==> src/source/sm83_isa_pkg.sv <==
package sm83_isa_pkg;

    localparam int WORD_W = 8;
    localparam int ADDR_W = 16;

    // Opcode word, patterns below use ? as a wildcard in casez
    typedef logic [WORD_W-1:0] opcode_t;

    localparam opcode_t OP_NOP       = 8'b0000_0000;
    localparam opcode_t OP_LD_RR_NN  = 8'b00??_0001;
    localparam opcode_t OP_INCDEC_RR = 8'b00??_?011;   // Bit 3 picks DEC
    localparam opcode_t OP_INCDEC_R  = 8'b00??_?10?;   // Bit 0 picks DEC
    localparam opcode_t OP_LD_R_N    = 8'b00??_?110;

    // Forms outside the core set, run as NOP
    localparam opcode_t OP_HALT      = 8'b0111_0110;
    localparam opcode_t OP_INCDEC_HL = 8'b0011_010?;
    localparam opcode_t OP_LD_HL_N   = 8'b0011_0110;

    localparam opcode_t OP_LD_HL_R   = 8'b0111_0???;
    localparam opcode_t OP_LD_R_HL   = 8'b01??_?110;
    localparam opcode_t OP_LD_R_R    = 8'b01??_????;

    localparam opcode_t OP_ALU_A_HL  = 8'b10??_?110;
    localparam opcode_t OP_ALU_A_R   = 8'b10??_????;
    localparam opcode_t OP_ALU_A_N   = 8'b11??_?110;

    localparam opcode_t OP_JP_NN     = 8'b1100_0011;

    // Taken straight from opcode bits 5..3
    typedef enum logic [2:0] {
        ALU_ADD,
        ALU_ADC,
        ALU_SUB,
        ALU_SBC,
        ALU_AND,
        ALU_XOR,
        ALU_OR,
        ALU_CP
    } alu_op_t;

endpackage

==> src/source/sm83_ctrl_pkg.sv <==
package sm83_ctrl_pkg;

    localparam int STEP_W = 3;

    // 8-bit register index, B..L are contiguous so the r8 field maps by offset
    typedef enum logic [3:0] {
        NONE = 4'h0,
        Z    = 4'h1,
        W    = 4'h2,
        B    = 4'h3,
        C    = 4'h4,
        D    = 4'h5,
        E    = 4'h6,
        H    = 4'h7,
        L    = 4'h8,
        SPH  = 4'h9,
        SPL  = 4'hA,
        PCH  = 4'hB,
        PCL  = 4'hC,
        A    = 4'hD,
        MEM  = 4'hF
    } reg8_t;

    // Pair index, BC..SP follow the rr field plus one
    typedef enum logic [2:0] {
        WZ,
        BC,
        DE,
        HL,
        SP,
        PC
    } reg16_t;

    typedef enum logic {R_WB_DB, R_WB_ALU} s_r_wb_t;

    typedef enum logic [1:0] {RR_WB_NONE, RR_WB_IDU, RR_WB_WZ} s_rr_wb_t;

    typedef enum logic {ACC_A, ACC_DB} s_acc_t;

    typedef enum logic {ARG_DB, ARG_ONE} s_arg_t;

    typedef enum logic {IDU_INC, IDU_DEC} idu_mode_t;

endpackage

==> src/source/sm83_ctrl_if.sv <==
`timescale 1ns/10ps

interface sm83_ctrl_if;
    sm83_ctrl_pkg::reg16_t    s_ab;            // Address pair
    logic                     ab_zero;         // Force address to zero
    sm83_ctrl_pkg::reg8_t     s_db;            // Data bus source
    sm83_ctrl_pkg::reg8_t     t_db;            // Data bus target
    sm83_ctrl_pkg::s_r_wb_t   s_r_wb;
    sm83_isa_pkg::alu_op_t    alu_op;
    logic                     alu_flags_only;  // CP keeps A
    sm83_ctrl_pkg::s_acc_t    s_acc;
    sm83_ctrl_pkg::s_arg_t    s_arg;
    sm83_ctrl_pkg::idu_mode_t idu;
    sm83_ctrl_pkg::s_rr_wb_t  s_rr_wb;
    sm83_ctrl_pkg::reg16_t    t_rr_wb;
    logic                     wr_pc;           // PC takes the IDU result

    modport dec (
        output s_ab, ab_zero, s_db, t_db, s_r_wb, alu_op, alu_flags_only,
        output s_acc, s_arg, idu, s_rr_wb, t_rr_wb, wr_pc
    );

    modport dp (
        input s_ab, ab_zero, s_db, t_db, s_r_wb, alu_op, alu_flags_only,
        input s_acc, s_arg, idu, s_rr_wb, t_rr_wb, wr_pc
    );
endinterface

==> src/source/sm83_alu.sv <==
`timescale 1ns/10ps

module sm83_alu (
    input  sm83_isa_pkg::alu_op_t   op,
    input  logic [7:0]              acc,
    input  logic [7:0]              arg,
    input  logic                    c_in,
    output logic [7:0]              res,
    output logic                    flag_z,
    output logic                    flag_n,
    output logic                    flag_h,
    output logic                    flag_c
);

    logic       sub;
    logic       carry;
    logic [7:0] added;
    logic [4:0] lo;
    logic [4:0] hi;

    always_comb begin
        sub = op inside {sm83_isa_pkg::ALU_SUB, sm83_isa_pkg::ALU_SBC, sm83_isa_pkg::ALU_CP};
        added = sub ? ~arg : arg;   // Subtract as add of the complement
        case (op)
            sm83_isa_pkg::ALU_ADC, sm83_isa_pkg::ALU_SBC: carry = c_in;
            sm83_isa_pkg::ALU_SUB, sm83_isa_pkg::ALU_CP:  carry = 1'b1;
            default:                                      carry = 1'b0;
        endcase

        // Two nibble adders give the half carry for free
        lo = {1'b0, acc[3:0]} + {1'b0, added[3:0]} + {4'b0, carry};
        hi = {1'b0, acc[7:4]} + {1'b0, added[7:4]} + {4'b0, lo[4]};

        res = {hi[3:0], lo[3:0]};
        flag_n = sub;
        flag_h = lo[4];
        flag_c = hi[4];
        if (op inside {sm83_isa_pkg::ALU_AND, sm83_isa_pkg::ALU_XOR, sm83_isa_pkg::ALU_OR}) begin
            case (op)
                sm83_isa_pkg::ALU_AND: res = acc & arg;
                sm83_isa_pkg::ALU_XOR: res = acc ^ arg;
                default:               res = acc | arg;
            endcase
            flag_n = 1'b0;
            flag_h = 1'b0;
            flag_c = 1'b0;
        end
        flag_z = (res == 8'h00);
    end

endmodule

==> src/source/sm83_sequencer.sv <==
`timescale 1ns/10ps

module sm83_sequencer (
    input  logic                                clk,
    input  logic                                rst,
    input  logic                                ce,
    input  logic                                done,
    input  logic [sm83_isa_pkg::WORD_W-1:0]     data_in_latched,
    output sm83_isa_pkg::opcode_t               ir,
    output logic [sm83_ctrl_pkg::STEP_W-1:0]    step
);

    // The last step of each instruction fetches the next opcode
    always_ff @(posedge clk) begin
        if (!rst) begin
            ir <= sm83_isa_pkg::OP_NOP;   // First fetch runs as the tail of a NOP
            step <= '0;
        end else if (ce) begin
            if (done) begin
                ir <= data_in_latched;
                step <= '0;
            end else begin
                step <= step + 1'b1;
            end
        end
    end

endmodule

==> src/source/sm83_decoder.sv <==
`timescale 1ns/10ps

module sm83_decoder (
    input  sm83_isa_pkg::opcode_t               ir,
    input  logic [sm83_ctrl_pkg::STEP_W-1:0]    step,
    output logic                                done,
    sm83_ctrl_if.dec                            ctrl
);

    sm83_ctrl_pkg::reg8_t  r_dst;
    sm83_ctrl_pkg::reg8_t  r_src;
    sm83_ctrl_pkg::reg16_t rr;

    function automatic sm83_ctrl_pkg::reg8_t r8_of(input logic [2:0] f);
        if (f == 3'd7)
            return sm83_ctrl_pkg::A;
        if (f == 3'd6)
            return sm83_ctrl_pkg::MEM;   // (HL) forms are matched before use
        return sm83_ctrl_pkg::reg8_t'({1'b0, f} + 4'd3);
    endfunction

    assign r_dst = r8_of(ir[5:3]);
    assign r_src = r8_of(ir[2:0]);
    assign rr = sm83_ctrl_pkg::reg16_t'({1'b0, ir[5:4]} + 3'd1);

    always_comb begin
        done = 1'b0;
        ctrl.s_ab = sm83_ctrl_pkg::PC;
        ctrl.ab_zero = 1'b0;
        ctrl.s_db = sm83_ctrl_pkg::NONE;
        ctrl.t_db = sm83_ctrl_pkg::NONE;
        ctrl.s_r_wb = sm83_ctrl_pkg::R_WB_DB;
        ctrl.alu_op = sm83_isa_pkg::alu_op_t'(ir[5:3]);
        ctrl.s_acc = sm83_ctrl_pkg::ACC_A;
        ctrl.s_arg = sm83_ctrl_pkg::ARG_DB;
        ctrl.idu = sm83_ctrl_pkg::IDU_INC;
        ctrl.s_rr_wb = sm83_ctrl_pkg::RR_WB_NONE;
        ctrl.t_rr_wb = sm83_ctrl_pkg::WZ;
        ctrl.wr_pc = 1'b0;

        // First match wins, so the narrow patterns come first
        casez ({ir, step})
            {sm83_isa_pkg::OP_HALT, 3'd0},
            {sm83_isa_pkg::OP_INCDEC_HL, 3'd0},
            {sm83_isa_pkg::OP_LD_HL_N, 3'd0}:
                done = 1'b1;

            // Z <- [PC], PC++
            {sm83_isa_pkg::OP_LD_RR_NN, 3'd0},
            {sm83_isa_pkg::OP_LD_R_N, 3'd0},
            {sm83_isa_pkg::OP_ALU_A_N, 3'd0},
            {sm83_isa_pkg::OP_JP_NN, 3'd0}: begin
                ctrl.s_db = sm83_ctrl_pkg::MEM;
                ctrl.t_db = sm83_ctrl_pkg::Z;
                ctrl.wr_pc = 1'b1;
            end

            // W <- [PC], PC++
            {sm83_isa_pkg::OP_LD_RR_NN, 3'd1},
            {sm83_isa_pkg::OP_JP_NN, 3'd1}: begin
                ctrl.s_db = sm83_ctrl_pkg::MEM;
                ctrl.t_db = sm83_ctrl_pkg::W;
                ctrl.wr_pc = 1'b1;
            end

            {sm83_isa_pkg::OP_LD_RR_NN, 3'd2}: begin
                done = 1'b1;
                ctrl.s_rr_wb = sm83_ctrl_pkg::RR_WB_WZ;
                ctrl.t_rr_wb = rr;
            end

            {sm83_isa_pkg::OP_JP_NN, 3'd2}: begin
                ctrl.ab_zero = 1'b1;                     // Idle bus cycle at 0x0000
                ctrl.s_rr_wb = sm83_ctrl_pkg::RR_WB_WZ;
                ctrl.t_rr_wb = sm83_ctrl_pkg::PC;
            end

            {sm83_isa_pkg::OP_INCDEC_RR, 3'd0}: begin
                ctrl.s_ab = rr;
                ctrl.idu = ir[3] ? sm83_ctrl_pkg::IDU_DEC : sm83_ctrl_pkg::IDU_INC;
                ctrl.s_rr_wb = sm83_ctrl_pkg::RR_WB_IDU;
                ctrl.t_rr_wb = rr;
            end

            {sm83_isa_pkg::OP_INCDEC_R, 3'd0}: begin
                done = 1'b1;
                ctrl.s_db = r_dst;
                ctrl.t_db = r_dst;
                ctrl.s_r_wb = sm83_ctrl_pkg::R_WB_ALU;
                ctrl.s_acc = sm83_ctrl_pkg::ACC_DB;
                ctrl.s_arg = sm83_ctrl_pkg::ARG_ONE;
                ctrl.alu_op = ir[0] ? sm83_isa_pkg::ALU_SUB : sm83_isa_pkg::ALU_ADD;
            end

            {sm83_isa_pkg::OP_LD_HL_R, 3'd0}: begin
                ctrl.s_ab = sm83_ctrl_pkg::HL;
                ctrl.s_db = r_src;
                ctrl.t_db = sm83_ctrl_pkg::MEM;          // Only bus write in the set
            end

            // Z <- [HL]
            {sm83_isa_pkg::OP_LD_R_HL, 3'd0},
            {sm83_isa_pkg::OP_ALU_A_HL, 3'd0}: begin
                ctrl.s_ab = sm83_ctrl_pkg::HL;
                ctrl.s_db = sm83_ctrl_pkg::MEM;
                ctrl.t_db = sm83_ctrl_pkg::Z;
            end

            {sm83_isa_pkg::OP_LD_R_N, 3'd1},
            {sm83_isa_pkg::OP_LD_R_HL, 3'd1}: begin
                done = 1'b1;
                ctrl.s_db = sm83_ctrl_pkg::Z;
                ctrl.t_db = r_dst;
            end

            {sm83_isa_pkg::OP_LD_R_R, 3'd0}: begin
                done = 1'b1;
                ctrl.s_db = r_src;
                ctrl.t_db = r_dst;
            end

            {sm83_isa_pkg::OP_ALU_A_HL, 3'd1},
            {sm83_isa_pkg::OP_ALU_A_N, 3'd1},
            {sm83_isa_pkg::OP_ALU_A_R, 3'd0}: begin
                done = 1'b1;
                ctrl.s_db = (step == 3'd0) ? r_src : sm83_ctrl_pkg::Z;
                ctrl.t_db = sm83_ctrl_pkg::A;
                ctrl.s_r_wb = sm83_ctrl_pkg::R_WB_ALU;
            end

            // Plain fetch, also covers unlisted opcodes
            default:
                done = 1'b1;
        endcase

        if (done)
            ctrl.wr_pc = 1'b1;
        ctrl.alu_flags_only = (ctrl.s_r_wb == sm83_ctrl_pkg::R_WB_ALU) &&
                              (ctrl.alu_op == sm83_isa_pkg::ALU_CP);
    end

endmodule

==> src/source/sm83_datapath.sv <==
`timescale 1ns/10ps

module sm83_datapath #(
    parameter logic [sm83_isa_pkg::ADDR_W-1:0] PC_INIT = 16'h0000,
    parameter logic [sm83_isa_pkg::ADDR_W-1:0] SP_INIT = 16'hFFFE
) (
    input  logic                                clk,
    input  logic                                rst,
    input  logic                                ce,
    sm83_ctrl_if.dp                             ctrl,
    input  logic [sm83_isa_pkg::WORD_W-1:0]     d_in,
    output logic [sm83_isa_pkg::ADDR_W-1:0]     addr,
    output logic [sm83_isa_pkg::WORD_W-1:0]     d_out,
    output logic                                write,
    output logic [sm83_isa_pkg::WORD_W-1:0]     data_in_latched
);

    logic [7:0]  rf [sm83_ctrl_pkg::Z:sm83_ctrl_pkg::A];
    logic [3:0]  flags;   // Z N H C
    logic [7:0]  db;
    logic [7:0]  acc;
    logic [7:0]  arg;
    logic [7:0]  alu_res;
    logic [7:0]  r_wb;
    logic [15:0] ab;
    logic [15:0] idu_res;
    logic [15:0] rr_wb;
    logic        f_z;
    logic        f_n;
    logic        f_h;
    logic        f_c;

    always_comb begin
        case (ctrl.s_db)
            sm83_ctrl_pkg::MEM:  db = d_in;
            sm83_ctrl_pkg::NONE: db = 8'h00;
            default:             db = rf[ctrl.s_db];
        endcase

        case (ctrl.s_ab)
            sm83_ctrl_pkg::WZ: ab = {rf[sm83_ctrl_pkg::W], rf[sm83_ctrl_pkg::Z]};
            sm83_ctrl_pkg::BC: ab = {rf[sm83_ctrl_pkg::B], rf[sm83_ctrl_pkg::C]};
            sm83_ctrl_pkg::DE: ab = {rf[sm83_ctrl_pkg::D], rf[sm83_ctrl_pkg::E]};
            sm83_ctrl_pkg::HL: ab = {rf[sm83_ctrl_pkg::H], rf[sm83_ctrl_pkg::L]};
            sm83_ctrl_pkg::SP: ab = {rf[sm83_ctrl_pkg::SPH], rf[sm83_ctrl_pkg::SPL]};
            default:           ab = {rf[sm83_ctrl_pkg::PCH], rf[sm83_ctrl_pkg::PCL]};
        endcase
    end

    // IDU works on the selected pair, not on the forced-zero bus
    assign idu_res = (ctrl.idu == sm83_ctrl_pkg::IDU_DEC) ? ab - 16'd1 : ab + 16'd1;
    assign rr_wb = (ctrl.s_rr_wb == sm83_ctrl_pkg::RR_WB_WZ) ?
                   {rf[sm83_ctrl_pkg::W], rf[sm83_ctrl_pkg::Z]} : idu_res;

    assign acc = (ctrl.s_acc == sm83_ctrl_pkg::ACC_DB) ? db : rf[sm83_ctrl_pkg::A];
    assign arg = (ctrl.s_arg == sm83_ctrl_pkg::ARG_ONE) ? 8'd1 : db;
    assign r_wb = (ctrl.s_r_wb == sm83_ctrl_pkg::R_WB_ALU) ? alu_res : db;

    sm83_alu alu (
        .op     (ctrl.alu_op),
        .acc    (acc),
        .arg    (arg),
        .c_in   (flags[0]),
        .res    (alu_res),
        .flag_z (f_z),
        .flag_n (f_n),
        .flag_h (f_h),
        .flag_c (f_c)
    );

    // Bus outputs depend on state only, so a stall holds them
    assign addr = (!rst || ctrl.ab_zero) ? '0 : ab;
    assign write = rst && (ctrl.t_db == sm83_ctrl_pkg::MEM);
    assign d_out = db;
    assign data_in_latched = d_in;

    always_ff @(posedge clk) begin
        if (!rst) begin
            for (int i = sm83_ctrl_pkg::Z; i <= sm83_ctrl_pkg::A; i++)
                rf[i] <= 8'h00;
            {rf[sm83_ctrl_pkg::SPH], rf[sm83_ctrl_pkg::SPL]} <= SP_INIT;
            {rf[sm83_ctrl_pkg::PCH], rf[sm83_ctrl_pkg::PCL]} <= PC_INIT;
            flags <= 4'h0;
        end else if (ce) begin
            if (ctrl.wr_pc)
                {rf[sm83_ctrl_pkg::PCH], rf[sm83_ctrl_pkg::PCL]} <= idu_res;
            if (ctrl.s_rr_wb != sm83_ctrl_pkg::RR_WB_NONE) begin
                case (ctrl.t_rr_wb)
                    sm83_ctrl_pkg::WZ: {rf[sm83_ctrl_pkg::W], rf[sm83_ctrl_pkg::Z]} <= rr_wb;
                    sm83_ctrl_pkg::BC: {rf[sm83_ctrl_pkg::B], rf[sm83_ctrl_pkg::C]} <= rr_wb;
                    sm83_ctrl_pkg::DE: {rf[sm83_ctrl_pkg::D], rf[sm83_ctrl_pkg::E]} <= rr_wb;
                    sm83_ctrl_pkg::HL: {rf[sm83_ctrl_pkg::H], rf[sm83_ctrl_pkg::L]} <= rr_wb;
                    sm83_ctrl_pkg::SP: {rf[sm83_ctrl_pkg::SPH], rf[sm83_ctrl_pkg::SPL]} <= rr_wb;
                    default:           {rf[sm83_ctrl_pkg::PCH], rf[sm83_ctrl_pkg::PCL]} <= rr_wb;
                endcase
            end
            if (ctrl.t_db != sm83_ctrl_pkg::NONE && ctrl.t_db != sm83_ctrl_pkg::MEM &&
                !(ctrl.t_db == sm83_ctrl_pkg::A && ctrl.alu_flags_only))
                rf[ctrl.t_db] <= r_wb;
            if (ctrl.s_r_wb == sm83_ctrl_pkg::R_WB_ALU)
                flags <= {f_z, f_n, f_h, f_c};
        end
    end

endmodule

==> src/source/sm83_core.sv <==
`timescale 1ns/10ps

module sm83_core #(
    parameter logic [sm83_isa_pkg::ADDR_W-1:0] PC_INIT = 16'h0000,
    parameter logic [sm83_isa_pkg::ADDR_W-1:0] SP_INIT = 16'hFFFE
) (
    input  logic                                clk,
    input  logic                                rst,
    input  logic                                ce,
    input  logic [sm83_isa_pkg::WORD_W-1:0]     d_in,
    output logic [sm83_isa_pkg::ADDR_W-1:0]     addr,
    output logic [sm83_isa_pkg::WORD_W-1:0]     d_out,
    output logic                                write
);

    sm83_isa_pkg::opcode_t                  ir;
    logic [sm83_ctrl_pkg::STEP_W-1:0]       step;
    logic                                   done;
    logic [sm83_isa_pkg::WORD_W-1:0]        data_in_latched;

    sm83_ctrl_if ctrl ();   // Control word for the current step

    sm83_sequencer seq (
        .clk             (clk),
        .rst             (rst),
        .ce              (ce),
        .done            (done),
        .data_in_latched (data_in_latched),
        .ir              (ir),
        .step            (step)
    );

    sm83_decoder dec (
        .ir   (ir),
        .step (step),
        .done (done),
        .ctrl (ctrl.dec)
    );

    sm83_datapath #(
        .PC_INIT (PC_INIT),
        .SP_INIT (SP_INIT)
    ) dp (
        .clk             (clk),
        .rst             (rst),
        .ce              (ce),
        .ctrl            (ctrl.dp),
        .d_in            (d_in),
        .addr            (addr),
        .d_out           (d_out),
        .write           (write),
        .data_in_latched (data_in_latched)
    );

endmodule

==> config.mk <==
export PLATFORM = sky130hd
export DESIGN_NAME = sm83_core
export DESIGN_NICKNAME = d
export VERILOG_FILES = /design/src/source/sm83_isa_pkg.sv /design/src/source/sm83_ctrl_pkg.sv /design/src/source/sm83_ctrl_if.sv /design/src/source/sm83_alu.sv /design/src/source/sm83_sequencer.sv /design/src/source/sm83_decoder.sv /design/src/source/sm83_datapath.sv /design/src/source/sm83_core.sv
export SDC_FILE = /design/constraint.sdc
export NUM_CORES = 1
export LEC_CHECK = 0
export BUFFER_PORTS_ARGS = -buffer_cell sky130_fd_sc_hd__clkbuf_2
export CAP_MARGIN = 20
export CORE_ASPECT_RATIO = 2
export CORE_MARGIN = 2
export CORE_UTILIZATION = 53
export CTS_CLUSTER_SIZE = 40
export DETAILED_ROUTE_END_ITERATION = 8
export PLACE_DENSITY_LB_ADDON = 0.2
export SLEW_MARGIN = 20
export SYNTH_ARGS = -nofsm -noshare
export SYNTH_HDL_FRONTEND = slang
export SYNTH_SLANG_ARGS = --single-unit
==> constraint.sdc <==
create_clock -name clk -period 19 [get_ports clk]
set_clock_uncertainty 0.15 [all_clocks]
set_input_delay 0 -clock clk [delete_from_list [all_inputs] [get_ports clk]]
set_output_delay 0 -clock clk [all_outputs]
set_load 0.03 [all_outputs]
==> run metrics <==
via count approximately 12000; crit path from seq.ir[4]; list of most frequent post-synthesis cells nand2_1 (180), a21oi_1 (116), dfxtp_1 (116); Synth area leader dfxtp_1; multiplexer share of the synthesized area between 7 and 8%; DRC 0; postcts setup bufs 0; status complete, no violations; grt ovf 0; adder-cell share of the synthesized area under 10%; top_reg_cell synth dfxtp_1; syn avg cell area approximately 7.6 um^2; ranking of synthesized cells by area dfxtp_1 (22%), nand2_1 (6.3%), ha_1 (5.7%), a21oi_1 (5.4%), mux2i_1 (4.9%); clock sink total roughly 120; row count 73; post-synthesis register bit count 116; pin count of the biggest net entering global routing around 90; Synth Area in Compound Gates 32.6%; Netlist cell types between 100 and 150; worst hold path type primary input to register; drt via density approximately 7.3; Die Y 205 um; Mapped Area between 10000 and 15000 um^2; DPL Wire Length just under 40000 um; Num CTS Buffers 17; Area growth syn-to-layout 7.86%; Internal Power 0.557 mW; Pleak 4.64 nW; CTS tree done; sw frac around 46%; fraction of layout cells with a size suffix above 1 ~12%; worst rel slew slack 18.7%; die area 21400 um^2; CP Launch Type register; WL/cell 32.0 um; Setup TNS Final 0 ps; ys async rst share 0%; critical path type register to register; Slowest-stage cell, CP dfxtp_1; Logic pwr share a little over two fifths; Slew Viols, Final 0; Clock Tree Buf Depth 2; CP dominant cell by count a21o_1; max-capacitance violation count 0; worst vdd rail ir drop just under 0.06 mV; Fin. Hold Viols 0; pwr/cell area ~90 nW/um^2; die width around 100 um; Critical Path End Type register; H-tree levels 4; Skew-Pair Late Insertion Delay around 460 ps; Clk pwr share between 20 and 30%; Reg clk slew, reported paths 60 ps; DRT antenna net count 0; Initial Utilization a little over half; clk root buf clkbuf_16; number of warnings issued by yosys 0; nets 1457; core area ~20000 um^2; Post-Syn Instances ~1400; post-synthesis simple-gate area fraction around 23%; routability cong. between 1 and 1.5; area share of the largest cell type after synthesis between 20% and 30%; most common cell in the netlist nand2_1; Post-synth EDFFs 0; worst-path maximum fanout 36; Sequential Power Share a little over a quarter; number of global-route vias before repair about 12000; Critical Path RT 19190 ps; drt pass-1 iters 7; Final period util 48.4%; gr usage total approximately 50%; first-pass GRT wire length ~77000 um; DP Cell Count approximately 1600; final setup fails 0; Synth Area in XOR/XNOR between 2 and 2.5%; Max stage delay on crit path roughly 900 ps; DRT iter0 DRCs approximately 1800; RSZ-0062 raised after global routing no; NetSw roughly 0.48 mW; reg2reg start seq.ir[4]; main combinational cell family by area after synthesis compound AO/OA/AOI/OAI gates; Final min period approximately 9200 ps; Worst Hold Launch ce; sequential share of the synthesized area a little over a fifth; WL final 53300 um; IO Port Bufs 35; crit path DAT around 9400 ps; worst-margin pin slew about 1200 ps; non-filler instance count after layout approximately 1700; post_cts resized 0; syn_nets between 1000 and 1500; initial antenna violation count 0; Fmax between 100 and 150 MHz; io pins 36
==> layout make-up <==
class	count	area, um^2
Antenna cell	1	2.50
Clock buffer	18	439
Clock inverter	13	103
Fill cell	1912	8300
Inverter	43	161
Multi-Input combinational cell	1149	7740
Sequential cell	116	2320
Tap cell	262	328
Timing Repair Buffer	65	425
==> cells by family after synthesis <==
family / Yosys count
flip-flops: 116
adder cells (fa/ha/maj): 54
buffers and inverters: 143
AND/OR/NAND/NOR: 505
multiplexers: 75
XOR/XNOR: 27
AO/OA/AOI/OAI: 488
==> power by group through the flow <==
stage          clock (mW)  combinational, mW  sequential, mW
2_1_floorplan           0              0.301           0.267
3_3_place_gp            0              0.420           0.283
3_5_place_dp            0              0.424           0.283
4_1_cts             0.304              0.427           0.278
5_1_grt             0.313              0.469           0.279
6_report            0.308              0.449           0.281
==> registers in the layout, summed over array words and instances, names as in the netlist, named ones only <==
| name | flops |
|---|---|
| dp.rf | 96 |
| seq.ir | 8 |
| seq.step | 3 |
| dp.flags | 1 |
==> path summary, 6_finish.rpt <==
check,endpoint,slack (ps),cells past startpoint
setup reg to reg,dp.rf[63],9800,29
hold reg to reg,register,350,1
hold / removal,seq.step[1],20,3
setup / recovery,dp.rf[63],9800,29
==> metal layers <==
layer  wire length, um  share of wire (%)  track usage (%)  up-vias
met2             24600                 46             80.3      900
met1             16700                 31             48.9     5684
met4              7240                 14             55.0        0
met5                 0                  0                0        -
met3              4830                9.1             11.6      340
li1                  -                  -                -     5227
==> worst max-delay path, delay by kind of cell, from the launching register on <==
| kind | cells | cell delay [ps] |
|---|---|---|
| compound gates | 12 | 3450 |
| simple gates | 9 | 2040 |
| xor+xnor | 2 | 330 |
| buf+inv | 2 | 800 |
| flops | 1 | 880 |
| fa+ha+maj | 4 | 1400 |
==> placed cells by master (no fill, tap or decap), types with 12 or more instances in the layout <==
master and count:
o22ai_1 17, a211oi_1 13, clkbuf_2 34, mux2_2 17
nand2b_1 12, o21ai_0 85, buf_4 22, a31oi_1 16
o211ai_1 21, a21oi_1 116, nand2_1 180, o221ai_1 32
xor2_1 12, nor2b_1 19, a21o_1 20, a221o_1 15
or3_1 14, nor3_1 19, ha_1 49, a221oi_1 20
nor2_1 104, inv_1 42, nand3_1 56, a22oi_1 12
clkbuf_16 17, and2_1 31, mux2i_1 52, xnor2_1 15
dfxtp_1 116
==> per-stage QoR <==
stage	hold slack, ps	util [%]	power, mW	setup slack [ps]	cell area [um^2]
2_1_floorplan	16.2	-	0.568	11830	10700
3_3_place_gp	154	54.9	0.703	10370	10900
3_5_place_dp	171	54.9	0.707	10110	10900
4_1_cts	2.41	58.1	1.01	10070	11500
5_1_grt	74.3	58.1	1.06	9240	11500
6_report	18.2	58.1	1.04	9800	11500
==> timing repair <==
item,in CTS,in global routing
setup endpoints to repair,0,0
hold buffers,9,0
endpoints found under the hold margin,32,0
(Power assumes the default switching activity.)
